==> config.mk <==
export PLATFORM = sky130hd
export DESIGN_NAME = rsa_top
export DESIGN_NICKNAME = d
export VERILOG_FILES = /design/src/slam_pkg.sv /design/src/rsa_top.sv /design/src/slam_stage_ctrl.sv /design/src/ekf_datapath.sv /design/src/ps_bram_master.sv
export VERILOG_INCLUDE_DIRS = /design/src
export SDC_FILE = /design/constraint.sdc
export NUM_CORES = 1
export LEC_CHECK = 0
export BUFFER_PORTS_ARGS = -buffer_cell sky130_fd_sc_hd__buf_2
export CORE_MARGIN = 10
export CORE_UTILIZATION = 62
export CTS_CLUSTER_DIAMETER = 120
export DETAILED_ROUTE_END_ITERATION = 10
export PLACE_DENSITY = 0.88
export SLEW_MARGIN = 40
export SYNTH_ARGS = -nofsm -noshare
export SYNTH_HDL_FRONTEND = slang
export SYNTH_HIERARCHICAL = 1
export SYNTH_SLANG_ARGS = --single-unit
export TNS_END_PERCENT = 30
==> constraint.sdc <==
create_clock -name clk -period 12.1 [get_ports clk]
set_input_delay 0.605 -clock clk [delete_from_list [all_inputs] [get_ports clk]]
set_output_delay 0.605 -clock clk [all_outputs]
set_load 0.03 [all_outputs]
==> src/slam_settings.svh <==
`ifndef SLAM_SETTINGS_SVH
`define SLAM_SETTINGS_SVH

// word width of the shared BRAM and of every estimate
`define SLAM_DW 32

// word address width on the Wishbone side
`define SLAM_AW 10

// landmark index width
`define SLAM_LW 8

// robot pose x, y, theta in three consecutive words
`define SLAM_POSE_BASE 0

// innovation pair rk - r0, phi - r1
`define SLAM_INNOV_BASE 4

// landmark k sits at base + 2k (x) and the word after it (y)
`define SLAM_LM_BASE 16

// load index used at stage acceptance to sample rk and phi
`define SLAM_IDX_STAGE 3'd7

`endif
==> src/slam_pkg.sv <==
package slam_pkg;

`include "slam_settings.svh"

  // one BRAM word, signed fixed point
  typedef logic signed [`SLAM_DW-1:0] data_t;

  // word address into the shared BRAM
  typedef logic [`SLAM_AW-1:0] addr_t;

  // landmark slot number
  typedef logic [`SLAM_LW-1:0] lm_idx_t;

  // stage codes from the host
  // code 2'd3 is illegal
  typedef enum logic [1:0] {
    STAGE_PRD = 2'd0,
    STAGE_NEW = 2'd1,
    STAGE_UPD = 2'd2
  } stage_t;

  // stage controller states
  typedef enum logic [2:0] {
    CTRL_IDLE  = 3'd0,
    CTRL_READ  = 3'd1,
    CTRL_INIT  = 3'd2,
    CTRL_WAIT  = 3'd3,
    CTRL_WRITE = 3'd4,
    CTRL_DONE  = 3'd5
  } ctrl_state_t;

endpackage

==> src/rsa_top.sv <==
`timescale 1ns/10ps

module rsa_top (
  input  logic              clk,
  input  logic              sys_rst,
  // host stage request
  input  logic              i_stage_val,
  input  slam_pkg::stage_t  i_stage,
  input  slam_pkg::lm_idx_t i_l_k,
  input  slam_pkg::data_t   i_rk,
  input  slam_pkg::data_t   i_phi,
  output logic              o_stage_rdy,
  // shared bram, wishbone classic
  output logic              o_wb_cyc,
  output logic              o_wb_stb,
  output logic              o_wb_we,
  output slam_pkg::addr_t   o_wb_adr,
  output slam_pkg::data_t   o_wb_dat,
  input  slam_pkg::data_t   i_wb_dat,
  input  logic              i_wb_ack,
  // nonlinear unit
  output logic              o_init_predict,
  output logic              o_init_newlm,
  output logic              o_init_update,
  output slam_pkg::data_t   o_xk,
  output slam_pkg::data_t   o_yk,
  output slam_pkg::data_t   o_xita,
  output slam_pkg::data_t   o_lkx,
  output slam_pkg::data_t   o_lky,
  input  logic              i_done_predict,
  input  logic              i_done_newlm,
  input  logic              i_done_update,
  input  slam_pkg::data_t   i_result_0,
  input  slam_pkg::data_t   i_result_1,
  input  slam_pkg::data_t   i_result_2,
  input  slam_pkg::data_t   i_result_3,
  input  slam_pkg::data_t   i_result_4,
  input  slam_pkg::data_t   i_result_5
);

  // controller <-> bram port
  logic             req;
  logic             req_we;
  slam_pkg::addr_t  req_adr;
  logic             xfer_done;
  slam_pkg::data_t  rdata;
  // controller <-> datapath
  logic             load;
  logic [2:0]       word_idx;
  logic             capture;
  slam_pkg::stage_t stage_cur;
  slam_pkg::data_t  wdata;

  slam_stage_ctrl u_stage_ctrl (
    .clk            (clk),
    .sys_rst        (sys_rst),
    .i_stage_val    (i_stage_val),
    .i_stage        (i_stage),
    .i_l_k          (i_l_k),
    .o_stage_rdy    (o_stage_rdy),
    .o_req          (req),
    .o_req_we       (req_we),
    .o_req_adr      (req_adr),
    .i_xfer_done    (xfer_done),
    .o_load         (load),
    .o_word_idx     (word_idx),
    .o_capture      (capture),
    .o_stage_cur    (stage_cur),
    .o_init_predict (o_init_predict),
    .o_init_newlm   (o_init_newlm),
    .o_init_update  (o_init_update),
    .i_done_predict (i_done_predict),
    .i_done_newlm   (i_done_newlm),
    .i_done_update  (i_done_update)
  );

  ekf_datapath u_datapath (
    .clk         (clk),
    .sys_rst     (sys_rst),
    .i_load      (load),
    .i_word_idx  (word_idx),
    .i_rdata     (rdata),
    .i_capture   (capture),
    .i_stage_cur (stage_cur),
    .i_rk        (i_rk),
    .i_phi       (i_phi),
    .i_result_0  (i_result_0),
    .i_result_1  (i_result_1),
    .i_result_2  (i_result_2),
    .i_result_3  (i_result_3),
    .i_result_4  (i_result_4),
    .i_result_5  (i_result_5),
    .o_xk        (o_xk),
    .o_yk        (o_yk),
    .o_xita      (o_xita),
    .o_lkx       (o_lkx),
    .o_lky       (o_lky),
    .o_wdata     (wdata)
  );

  ps_bram_master u_bram_master (
    .clk         (clk),
    .sys_rst     (sys_rst),
    .i_req       (req),
    .i_we        (req_we),
    .i_adr       (req_adr),
    .i_wdata     (wdata),
    .o_xfer_done (xfer_done),
    .o_rdata     (rdata),
    .o_wb_cyc    (o_wb_cyc),
    .o_wb_stb    (o_wb_stb),
    .o_wb_we     (o_wb_we),
    .o_wb_adr    (o_wb_adr),
    .o_wb_dat    (o_wb_dat),
    .i_wb_dat    (i_wb_dat),
    .i_wb_ack    (i_wb_ack)
  );

endmodule

==> src/slam_stage_ctrl.sv <==
`timescale 1ns/10ps

`include "slam_settings.svh"

module slam_stage_ctrl (
  input  logic              clk,
  input  logic              sys_rst,
  // host stage handshake
  input  logic              i_stage_val,
  input  slam_pkg::stage_t  i_stage,
  input  slam_pkg::lm_idx_t i_l_k,
  output logic              o_stage_rdy,
  // bram port requests
  output logic              o_req,
  output logic              o_req_we,
  output slam_pkg::addr_t   o_req_adr,
  input  logic              i_xfer_done,
  // datapath control
  output logic              o_load,
  output logic [2:0]        o_word_idx,
  output logic              o_capture,
  output slam_pkg::stage_t  o_stage_cur,
  // nonlinear unit
  output logic              o_init_predict,
  output logic              o_init_newlm,
  output logic              o_init_update,
  input  logic              i_done_predict,
  input  logic              i_done_newlm,
  input  logic              i_done_update
);

  slam_pkg::ctrl_state_t state_q;
  slam_pkg::stage_t      stage_q;
  slam_pkg::lm_idx_t     lk_q;
  slam_pkg::addr_t       lm_addr;
  logic [2:0]            cnt_q;
  logic                  req_q;
  logic                  accept;
  logic                  rd_last;
  logic                  wr_last;
  logic                  done_cur;

  // ready in idle and in the completion cycle
  assign o_stage_rdy = (state_q == slam_pkg::CTRL_IDLE) ||
                       (state_q == slam_pkg::CTRL_DONE);
  assign accept      = i_stage_val & o_stage_rdy;

  // word counts per stage
  // update also reads the landmark
  assign rd_last = (stage_q == slam_pkg::STAGE_UPD) ? (cnt_q == 3'd4) : (cnt_q == 3'd2);
  // pose writes three words, the others two
  assign wr_last = (stage_q == slam_pkg::STAGE_PRD) ? (cnt_q == 3'd2) : (cnt_q == 3'd1);

  // done line of the running stage
  always_comb begin
    case (stage_q)
      slam_pkg::STAGE_PRD: done_cur = i_done_predict;
      slam_pkg::STAGE_NEW: done_cur = i_done_newlm;
      slam_pkg::STAGE_UPD: done_cur = i_done_update;
      default:             done_cur = 1'b0;
    endcase
  end

  // stage fsm
  always_ff @(posedge clk) begin
    if (sys_rst) begin
      state_q <= slam_pkg::CTRL_IDLE;
      stage_q <= slam_pkg::STAGE_PRD;
      cnt_q   <= '0;
      req_q   <= 1'b0;
    end else begin
      // request is a single-cycle pulse
      req_q <= 1'b0;
      case (state_q)
        slam_pkg::CTRL_IDLE,
        slam_pkg::CTRL_DONE: begin
          state_q <= slam_pkg::CTRL_IDLE;
          if (accept) begin
            state_q <= slam_pkg::CTRL_READ;
            stage_q <= i_stage;
            cnt_q   <= '0;
            req_q   <= 1'b1;
          end
        end
        slam_pkg::CTRL_READ: begin
          if (i_xfer_done) begin
            if (rd_last) begin
              state_q <= slam_pkg::CTRL_INIT;
            end else begin
              cnt_q <= cnt_q + 3'd1;
              req_q <= 1'b1;
            end
          end
        end
        // init pulse lasts exactly this one cycle
        slam_pkg::CTRL_INIT: state_q <= slam_pkg::CTRL_WAIT;
        slam_pkg::CTRL_WAIT: begin
          if (done_cur) begin
            state_q <= slam_pkg::CTRL_WRITE;
            cnt_q   <= '0;
            req_q   <= 1'b1;
          end
        end
        slam_pkg::CTRL_WRITE: begin
          if (i_xfer_done) begin
            if (wr_last) begin
              state_q <= slam_pkg::CTRL_DONE;
            end else begin
              cnt_q <= cnt_q + 3'd1;
              req_q <= 1'b1;
            end
          end
        end
        default: state_q <= slam_pkg::CTRL_IDLE;
      endcase
    end
  end

  // landmark index held for the whole stage
  always_ff @(posedge clk) begin
    if (accept) begin
      lk_q <= i_l_k;
    end
  end

  // landmark slot base, two words per landmark
  assign lm_addr = slam_pkg::addr_t'(`SLAM_LM_BASE) + slam_pkg::addr_t'({lk_q, 1'b0});

  // address from the map, counter already points at the next word
  always_comb begin
    o_req_adr = slam_pkg::addr_t'(`SLAM_POSE_BASE) + slam_pkg::addr_t'(cnt_q);
    if (state_q == slam_pkg::CTRL_WRITE) begin
      case (stage_q)
        slam_pkg::STAGE_NEW: o_req_adr = lm_addr + slam_pkg::addr_t'(cnt_q);
        slam_pkg::STAGE_UPD:
          o_req_adr = slam_pkg::addr_t'(`SLAM_INNOV_BASE) + slam_pkg::addr_t'(cnt_q);
        default: ;
      endcase
    end else if (cnt_q >= 3'd3) begin
      // words 3 and 4 of an update read
      o_req_adr = lm_addr + slam_pkg::addr_t'(cnt_q - 3'd3);
    end
  end

  assign o_req    = req_q;
  assign o_req_we = (state_q == slam_pkg::CTRL_WRITE);

  // read words land in the datapath, acceptance samples rk and phi
  assign o_load     = accept | ((state_q == slam_pkg::CTRL_READ) & i_xfer_done);
  assign o_word_idx = accept ? `SLAM_IDX_STAGE : cnt_q;
  assign o_capture  = (state_q == slam_pkg::CTRL_WAIT) & done_cur;
  assign o_stage_cur = stage_q;

  assign o_init_predict = (state_q == slam_pkg::CTRL_INIT) && (stage_q == slam_pkg::STAGE_PRD);
  assign o_init_newlm   = (state_q == slam_pkg::CTRL_INIT) && (stage_q == slam_pkg::STAGE_NEW);
  assign o_init_update  = (state_q == slam_pkg::CTRL_INIT) && (stage_q == slam_pkg::STAGE_UPD);

  // nonlinear unit answers one stage at a time
  a_done_onehot : assert property (@(posedge clk) disable iff (sys_rst)
    $onehot0({i_done_predict, i_done_newlm, i_done_update}));

  // a done only while waiting, and only for the running stage
  a_done_match : assert property (@(posedge clk) disable iff (sys_rst)
    (i_done_predict | i_done_newlm | i_done_update) |->
      (state_q == slam_pkg::CTRL_WAIT) && done_cur);

  // host sends legal stage codes only
  a_stage_legal : assert property (@(posedge clk) disable iff (sys_rst)
    accept |-> (i_stage inside {slam_pkg::STAGE_PRD, slam_pkg::STAGE_NEW,
                                slam_pkg::STAGE_UPD}));

endmodule

==> src/ekf_datapath.sv <==
`timescale 1ns/10ps

`include "slam_settings.svh"

module ekf_datapath (
  input  logic             clk,
  input  logic             sys_rst,
  // operand loads from the bram port
  input  logic             i_load,
  input  logic [2:0]       i_word_idx,
  input  slam_pkg::data_t  i_rdata,
  // capture of nonlinear results
  input  logic             i_capture,
  input  slam_pkg::stage_t i_stage_cur,
  input  slam_pkg::data_t  i_rk,
  input  slam_pkg::data_t  i_phi,
  input  slam_pkg::data_t  i_result_0,
  input  slam_pkg::data_t  i_result_1,
  input  slam_pkg::data_t  i_result_2,
  input  slam_pkg::data_t  i_result_3,
  input  slam_pkg::data_t  i_result_4,
  input  slam_pkg::data_t  i_result_5,
  // operands to the nonlinear unit
  output slam_pkg::data_t  o_xk,
  output slam_pkg::data_t  o_yk,
  output slam_pkg::data_t  o_xita,
  output slam_pkg::data_t  o_lkx,
  output slam_pkg::data_t  o_lky,
  // write word for the current index
  output slam_pkg::data_t  o_wdata
);

  // robot state and landmark as read from bram
  slam_pkg::data_t xk_q;
  slam_pkg::data_t yk_q;
  slam_pkg::data_t xita_q;
  slam_pkg::data_t lmx_q;
  slam_pkg::data_t lmy_q;

  // measurement sampled at stage acceptance
  slam_pkg::data_t rk_q;
  slam_pkg::data_t phi_q;

  // up to three new estimates
  slam_pkg::data_t est0_q;
  slam_pkg::data_t est1_q;
  slam_pkg::data_t est2_q;

  // operand registers filled by the bram reads
  always_ff @(posedge clk) begin
    if (sys_rst) begin
      xk_q   <= '0;
      yk_q   <= '0;
      xita_q <= '0;
      lmx_q  <= '0;
      lmy_q  <= '0;
    end else if (i_load) begin
      case (i_word_idx)
        3'd0: xk_q   <= i_rdata;
        3'd1: yk_q   <= i_rdata;
        3'd2: xita_q <= i_rdata;
        3'd3: lmx_q  <= i_rdata;
        3'd4: lmy_q  <= i_rdata;
        default: ;
      endcase
    end
  end

  always_ff @(posedge clk) begin
    if (i_load && (i_word_idx == `SLAM_IDX_STAGE)) begin
      rk_q  <= i_rk;
      phi_q <= i_phi;
    end
  end

  // landmark operand in update and the robot position in the other stages
  assign o_lkx = (i_stage_cur == slam_pkg::STAGE_UPD) ? lmx_q : xk_q;
  assign o_lky = (i_stage_cur == slam_pkg::STAGE_UPD) ? lmy_q : yk_q;
  assign o_xk   = xk_q;
  assign o_yk   = yk_q;
  assign o_xita = xita_q;

  // estimate arithmetic in the done cycle
  always_ff @(posedge clk) begin
    if (i_capture) begin
      case (i_stage_cur)
        slam_pkg::STAGE_PRD: begin
          // pose + motion increment
          est0_q <= xk_q + i_result_2;
          est1_q <= yk_q + i_result_3;
          est2_q <= xita_q + i_result_1;
        end
        slam_pkg::STAGE_NEW: begin
          est0_q <= o_lkx + i_result_3;
          est1_q <= o_lky + i_result_2;
        end
        slam_pkg::STAGE_UPD: begin
          // innovation is measured minus predicted
          est0_q <= rk_q - i_result_0;
          est1_q <= phi_q - i_result_1;
        end
        default: ;
      endcase
    end
  end

  // write word by index
  always_comb begin
    case (i_word_idx)
      3'd0:    o_wdata = est0_q;
      3'd1:    o_wdata = est1_q;
      3'd2:    o_wdata = est2_q;
      default: o_wdata = '0;
    endcase
  end

  // all six results driven by the unit in its done cycle
  a_results_known : assert property (@(posedge clk) disable iff (sys_rst)
    i_capture |-> !$isunknown({i_result_0, i_result_1, i_result_2,
                               i_result_3, i_result_4, i_result_5}));

endmodule

==> src/ps_bram_master.sv <==
`timescale 1ns/10ps

module ps_bram_master (
  input  logic            clk,
  input  logic            sys_rst,
  // request side with one transfer per pulse
  input  logic            i_req,
  input  logic            i_we,
  input  slam_pkg::addr_t i_adr,
  input  slam_pkg::data_t i_wdata,
  output logic            o_xfer_done,
  output slam_pkg::data_t o_rdata,
  // wishbone classic master
  output logic            o_wb_cyc,
  output logic            o_wb_stb,
  output logic            o_wb_we,
  output slam_pkg::addr_t o_wb_adr,
  output slam_pkg::data_t o_wb_dat,
  input  slam_pkg::data_t i_wb_dat,
  input  logic            i_wb_ack
);

  logic            cyc_q;
  logic            stb_q;
  logic            we_q;
  slam_pkg::addr_t adr_q;
  slam_pkg::data_t dat_q;

  // idle <-> open cycle
  always_ff @(posedge clk) begin
    if (sys_rst) begin
      cyc_q <= 1'b0;
      stb_q <= 1'b0;
    end else if (cyc_q) begin
      // close on ack so the bus idles at least one cycle
      if (i_wb_ack) begin
        cyc_q <= 1'b0;
        stb_q <= 1'b0;
      end
    end else if (i_req) begin
      cyc_q <= 1'b1;
      stb_q <= 1'b1;
    end
  end

  // address and data frozen for the whole cycle
  always_ff @(posedge clk) begin
    if (!cyc_q && i_req) begin
      we_q  <= i_we;
      adr_q <= i_adr;
      dat_q <= i_wdata;
    end
  end

  assign o_wb_cyc = cyc_q;
  assign o_wb_stb = stb_q;
  assign o_wb_we  = we_q;
  assign o_wb_adr = adr_q;
  assign o_wb_dat = dat_q;

  // read word only meaningful together with xfer_done
  assign o_xfer_done = cyc_q & stb_q & i_wb_ack;
  assign o_rdata     = i_wb_dat;

  // slave acks only while a strobe is open inside a cycle
  a_ack_in_stb : assert property (@(posedge clk) disable iff (sys_rst)
    i_wb_ack |-> o_wb_cyc && o_wb_stb);

  // controller must wait for xfer_done before the next request
  a_no_req_busy : assert property (@(posedge clk) disable iff (sys_rst)
    i_req |-> !o_wb_cyc);

endmodule

# Word-level counts from Yosys, hierarchy flattened
# Index checks and enable logic that the tools add are counted.
[word_totals]
reg_bits = 382
inputBits = 305
[classes]
addsub = 13
magnitude_cmp = 1
eq_ne = 24
mux = 39
bitwise = 6
n_reduce_logical = 25
[ops]
columns = ["cell", "count"]
rows = [
  ["$pmux W32 S3", 3],
  ["$add A32 B32 Y32", 5],
  ["$mux W32", 2],
  ["$sub A32 B32 Y32", 2],
  ["$mux W3", 12],
  ["$mux W10", 2],
  ["$pmux W10 S2", 1],
  ["$reduce_and A2 Y1", 9],
  ["$eq A3 B2 Y1 const B", 5],
  ["$eq A3 B3 Y1 const B", 5],
  ["$mux W1", 15],
  ["$pmux W3 S5", 1],
  ["$pmux W3 S4", 1],
  ["$add A10 B10 Y10", 1],
  ["$add A10 B3 Y10", 1],
  ["$add A5 B9 Y10 const A", 1],
  ["$ne A2 B2 Y1 const B", 5],
  ["$eq A3 B1 Y1 const B", 3],
  ["$ne A2 B1 Y1 const B", 4],
  ["$reduce_and A7 Y1", 1],
  ["$logic_not A3 Y1", 2],
  ["$and A1 B1 Y1", 5],
  ["$logic_and A1 B1 Y1", 5],
  ["$reduce_and A5 Y1", 1],
  ["other kinds (16)", 16],
]

# Longest topological paths before layout
[depth]
word_depth = 6
depth_mapped = 18
ltp_nobuf = 15

# By module
# The synthesis kept the hierarchy.
[by_module_without_submodules]
columns = ["mod", "n_inst", "cells_per_inst", "area_per_inst_um2"]
rows = [
  ["ekf_datapath", 1, 2814, 23855.4],
  ["slam_stage_ctrl", 1, 205, 1762.9],
  ["ps_bram_master", 1, 83, 1616.6],
]

# Worst setup path after synthesis
# Ideal clock, no wire load.
[synth_timing]
path_kind = "flip-flop to flip-flop"
from = "register u_stage_ctrl.state_q[2]"
to = "register u_datapath.phi_q[0] (enable)"
arrival_ns = 4.657
path_slack_ns = 6.957
stages_incl_launch_ff = 9
path_buffers = 2
cell_sequence = "dfxtp_1 buf_6 xnor2_2 nor2b_1 nand2_1 nand2_1 buf_1 nand2_1 nor2_1"
[synth_between]
elab_chain_len = 6
[synth_rtl]
columns = ["item", "line_no", "text"]
rows = [
  ["start, declared", "slam_stage_ctrl.sv:32", "slam_pkg::ctrl_state_t state_q;"],
  ["start signal, assigned", "slam_stage_ctrl.sv:67", "state_q <= slam_pkg::CTRL_IDLE;"],
  ["start signal, assigned", "slam_stage_ctrl.sv:77", "state_q <= slam_pkg::CTRL_IDLE;"],
  ["start signal, assigned", "slam_stage_ctrl.sv:79", "state_q <= slam_pkg::CTRL_READ;"],
  ["$eq A3 B3 Y1 / $logic_not A3 Y1 (equally long branches)", "slam_stage_ctrl.sv:45, slam_stage_ctrl.sv:44", ""],
  ["$logic_or A1 B1 Y1 *", "slam_stage_ctrl.sv:44", "assign o_stage_rdy = (state_q == slam_pkg::CTRL_IDLE) ||"],
  ["named net o_stage_rdy", "rsa_top.sv:12", "output logic o_stage_rdy,"],
  ["$and A1 B1 Y1 *", "slam_stage_ctrl.sv:46", "assign accept = i_stage_val & o_stage_rdy;"],
  ["$mux W3 *", "slam_stage_ctrl.sv:150", "assign o_word_idx = accept ? `SLAM_IDX_STAGE : cnt_q;"],
  ["named net word_idx[1]", "rsa_top.sv:49", "logic [2:0] word_idx;"],
  ["$eq A3 B3 Y1 (no line) *", "-", ""],
  ["$logic_and A1 B1 Y1 *", "ekf_datapath.sv:70", "if (i_load && (i_word_idx == `SLAM_IDX_STAGE)) begin"],
  ["end signal, assigned", "ekf_datapath.sv:72", "phi_q <= i_phi;"],
  ["end, declared", "ekf_datapath.sv:42", "slam_pkg::data_t phi_q;"],
]
# The timed path passes the listed nets; every way through them passes the cells marked *.
# A chain may end at the register's enable or synchronous reset.

# Worst setup path after layout
[layout_timing]
from = "register u_stage_ctrl.stage_q[1], in the netlist u_stage_ctrl/o_stage_cur[1]"
to = "register u_datapath.est0_q[31], data pin"
[layout_between]
elab_chain_len = 4
[layout_rtl]
columns = ["item", "line_no", "text"]
rows = [
  ["start, declared", "slam_stage_ctrl.sv:33", "slam_pkg::stage_t stage_q;"],
  ["start signal, assigned", "slam_stage_ctrl.sv:68", "stage_q <= slam_pkg::STAGE_PRD;"],
  ["start signal, assigned", "slam_stage_ctrl.sv:80", "stage_q <= i_stage;"],
  ["$eq A2 B2 Y1", "ekf_datapath.sv:77, ekf_datapath.sv:86", ""],
  ["$mux W32", "ekf_datapath.sv:77", "assign o_lkx = (i_stage_cur == slam_pkg::STAGE_UPD) ? lmx_q : xk_q;"],
  ["$add A32 B32 Y32", "ekf_datapath.sv:94", "est0_q <= o_lkx + i_result_3;"],
  ["$pmux W32 S3 *", "ekf_datapath.sv:86", "case (i_stage_cur)"],
  ["end signal, assigned", "ekf_datapath.sv:89", "est0_q <= xk_q + i_result_2;"],
  ["end signal, assigned", "ekf_datapath.sv:94", ""],
  ["end signal, assigned", "ekf_datapath.sv:99", "est0_q <= rk_q - i_result_0;"],
  ["end, declared", "ekf_datapath.sv:45", "slam_pkg::data_t est0_q;"],
]
# Every way passes the cells marked *; elsewhere a longest branch is shown, timed or not.

==> results.md <==
- Class of the worst hold path: in -> reg
- PostCTS Resize Cnt: 0
- Pin count of the biggest net entering global routing: 92
- Slew of the pin with the lowest slew margin: roughly 0.97 ns
- Mapped Cells: between 3000 and 4000
- Clock Skew: around 0.016 ns
- Remaining DRCs: 0
- Critical Path End Type: register
- Final period util: 0.4846
- Ys async rst share: 0
- Post-synth EDFFs: 211
- Die H: between 200 and 250 µm
- Worst Min Path Start: i_rk[30]
- Worst rel slew slack: 0.3516
- Required @ worst endpoint: between 10 and 15 ns
- # port buffers: between 400 and 500
- RR Startpoint: u_stage_ctrl/o_stage_cur[1]
- Clock slew seen by the registers of the worst setup and hold paths: ~0.060 ns
- Core area: 43270 µm²
- Static leakage: approximately 0.014 µW
- Die Footprint: 52710 µm²
- Post-synth top flop: edfxtp_1
- CP Class: reg -> reg
- Via density: approximately 6.3
- Post-layout util: 0.7244
- Synthesis-to-layout area growth: 15.09%
- CTS tree: built
- Hold_ws: roughly 0.19 ns
- Crit path launch type: register
- Fmax: between 0.15 and 0.2 GHz
- Routability cong.: 1.022
- Synth Warn #: 6
- Peak supply drop: about 0.00013 V
- Most common cell in the netlist: nand2_1
- CTS Buffer Depth: 3
- Yosys cell types: between 90 and 100
- Area fraction of the dominant cell type after synthesis: 0.2326
- First DRT Iteration DRCs: between 3000 and 4000
- Share of post-route cells with drive strength above 1: 0.1884
- Final Hold Vio Count: 0
- Outcome: finished clean
- Hpwl dp: 73760 µm
- CTS HTree Levels: 2
- Fill cells: around 3200
- Maximum fanout along the worst path: 49
- Routed len/inst: 23.39 µm
- R2R depth: 13
- CP Launch Point: u_stage_ctrl/o_stage_cur[1]
- TNS Setup: 0 ns
- Worst Path Arrival: just over 6 ns
- Drt total wl: approximately 96000 µm
- Min Tclk post-route: just under 6 ns
- Final Power: between 4000 and 5000 µW
- Post-Syn Area: between 20000 and 30000 µm²
- Antenna viol nets, final: 0
- Hold_buf cts: 0
- Initial antenna violation count: 20
- Slew Limit Fails: 0
- I/O Pins: approximately 510
- First-pass iteration count of the detailed router: 6
- Post-Syn Nets: between 3000 and 4000
- Largest cells by area after synthesis: edfxtp_1 (23%), dfxtp_1 (13%), ha_1 (12%), a21oi_1 (7.4%), nand2_1 (6.5%)
- Most frequent cells after synthesis: nand2_1 (473), a21oi_1 (403), ha_1 (252), edfxtp_1 (211), nor2_1 (206)
- Initial core utilization: 0.6295
- Clock Latency Late Sink: just under 0.6 ns
- Hold Path Stages: 1
- CTS buffer count: between 40 and 50
- RSZ-0062 raised after global routing: no
- Total number of vias: roughly 26000
- First-pass GRT wire length: roughly 140000 µm
- Area leader, netlist: edfxtp_1
- Post-synthesis sequential area ratio: 0.3583
- # rows: 76
- Number of setup buffers added after CTS: 0
- Clock Tree Root: clkbuf_16
- Final setup viols: 0
- Syn_area_per_cell: between 8 and 9 µm²
- Clock sinks: about 380
- GRT Util Overall: 0.3458
- Gr ovfl total: 0
- Nets: between 4000 and 5000
- Vias in the first global route: 24550
- Pwr Density: approximately 150 nW/µm²
- Register bit total from synthesis: 382
- Max-Cap Viols: 0
- Die Width: around 230 µm
[sequential cells by signal, summed over array words and instances, names as in the netlist, 2 cells and up]
signal and flops:
u_bram_master/o_wb_adr 10, u_bram_master/o_wb_dat 32, u_datapath/est0_q 32, u_datapath/est1_q 32
u_datapath/est2_q 32, u_datapath/lmx_q 32, u_datapath/lmy_q 32, u_datapath/o_xita 32
u_datapath/o_xk 32, u_datapath/o_yk 32, u_datapath/phi_q 32, u_datapath/rk_q 32
u_stage_ctrl/cnt_q 3, u_stage_ctrl/lk_q 8, u_stage_ctrl/o_stage_cur 2, u_stage_ctrl/state_q 3
[kinds of logic (layout without fill, tap and decap cells)]
| logic type | Yosys count | in the layout | synth area share |
|---|---|---|---|
| AO/OA/AOI/OAI | 931 | 931 | 0.2170 |
| XOR/XNOR | 204 | 204 | 0.06694 |
| adder cells (fa/ha/maj) | 261 | 261 | 0.1224 |
| buffers and inverters | 297 | 703 | 0.04635 |
| flip-flops | 382 | 382 | 0.3583 |
| multiplexers | 107 | 107 | 0.04236 |
| other | 0 | 12 | 0 |
| AND/OR/NAND/NOR | 920 | 920 | 0.1466 |
[cell type report]
class                   instances  area [µm²]  share of cell area
diodes                         12       30.03           0.0009580
inverters                     144       540.5             0.01724
well taps                     585       732.0             0.02335
clock buffers                  61        1257             0.04012
flip-flops and latches        382        9759              0.3114
multi-input cells            2423       16300              0.5200
clock inverters                20       147.6            0.004710
repair buffers                478        2579             0.08227
[power by group]
group	internal, µW	switching (µW)	total, µW
clock network	751	570	1320
registers	1530	87.2	1620
logic	638	1280	1910
[per-layer routing]
metal | GRT usage | vias up | part of all wire
met1 | 0.4370 | 12090 | 0.38
met5 | 0 | - | 0.0012
met3 | 0.1053 | 244 | 0.14
met4 | 0.1349 | 16 | 0.037
met2 | 0.5450 | 1584 | 0.45
li1 | - | 11920 | -
[critical path, cell delays in order, from the launching register on]
cell	delay, ns
dfxtp_1	0.59
ha_2	0.72
buf_4	0.69
mux2_2	0.43
ha_1	0.34
a21o_1	0.20
a21oi_2	0.10
o31ai_1	0.39
nand3_1	0.17
a311oi_1	0.86
a311oi_1	0.40
xnor3_1	0.27
a221oi_1	0.29
a21oi_1	0.08
[through the flow]
stage               instances  area [µm²]  worst slack (ns)
floorplan                3102       27230             6.957
global placement         4006       29730             6.534
detailed placement       4011       29880             6.457
CTS                      4092       31280             6.441
global route             4103       31340             6.103
finish                   4105       31340             6.237
[layout by cell type, fill, tap and decap left out, types with 12 or more instances in the layout]
master | synthesis | final
nand2_1 | 473 | 472
buf_2 | 1 | 448
a21oi_1 | 403 | 403
ha_1 | 252 | 250
edfxtp_1 | 211 | 211
nor2_1 | 206 | 203
dfxtp_1 | 171 | 171
inv_1 | 144 | 143
xnor2_1 | 127 | 127
o21ai_0 | 120 | 120
a21o_1 | 106 | 106
xor2_1 | 74 | 74
mux2_2 | 66 | 66
nand3_1 | 50 | 49
clkbuf_16 | 0 | 46
mux2i_1 | 41 | 41
nor3_1 | 42 | 40
a221oi_1 | 34 | 34
o21a_1 | 33 | 33
nand2b_1 | 27 | 27
a31oi_1 | 26 | 26
nor2b_1 | 26 | 24
o21bai_1 | 24 | 24
nand4_1 | 23 | 23
buf_4 | 35 | 21
o31ai_1 | 19 | 19
a211oi_1 | 17 | 17
and3_1 | 16 | 16
or3_1 | 15 | 15
a211o_1 | 13 | 13
diode_2 | 0 | 12
o22ai_1 | 12 | 12
o211ai_1 | 12 | 12
a22oi_1 | 12 | 12
[path summary, 6_finish.rpt]
kind / endpoint / slack [ns]
worst max-delay path: u_datapath/est0_q[31] / 6.24
worst min-delay path: u_datapath/rk_q[30] / 0.19
worst max register to register: u_datapath/est0_q[31] / 6.24
worst min register to register: u_datapath/lmx_q[3] / 0.45
Note: power is estimated with default switching activity, not from simulation.
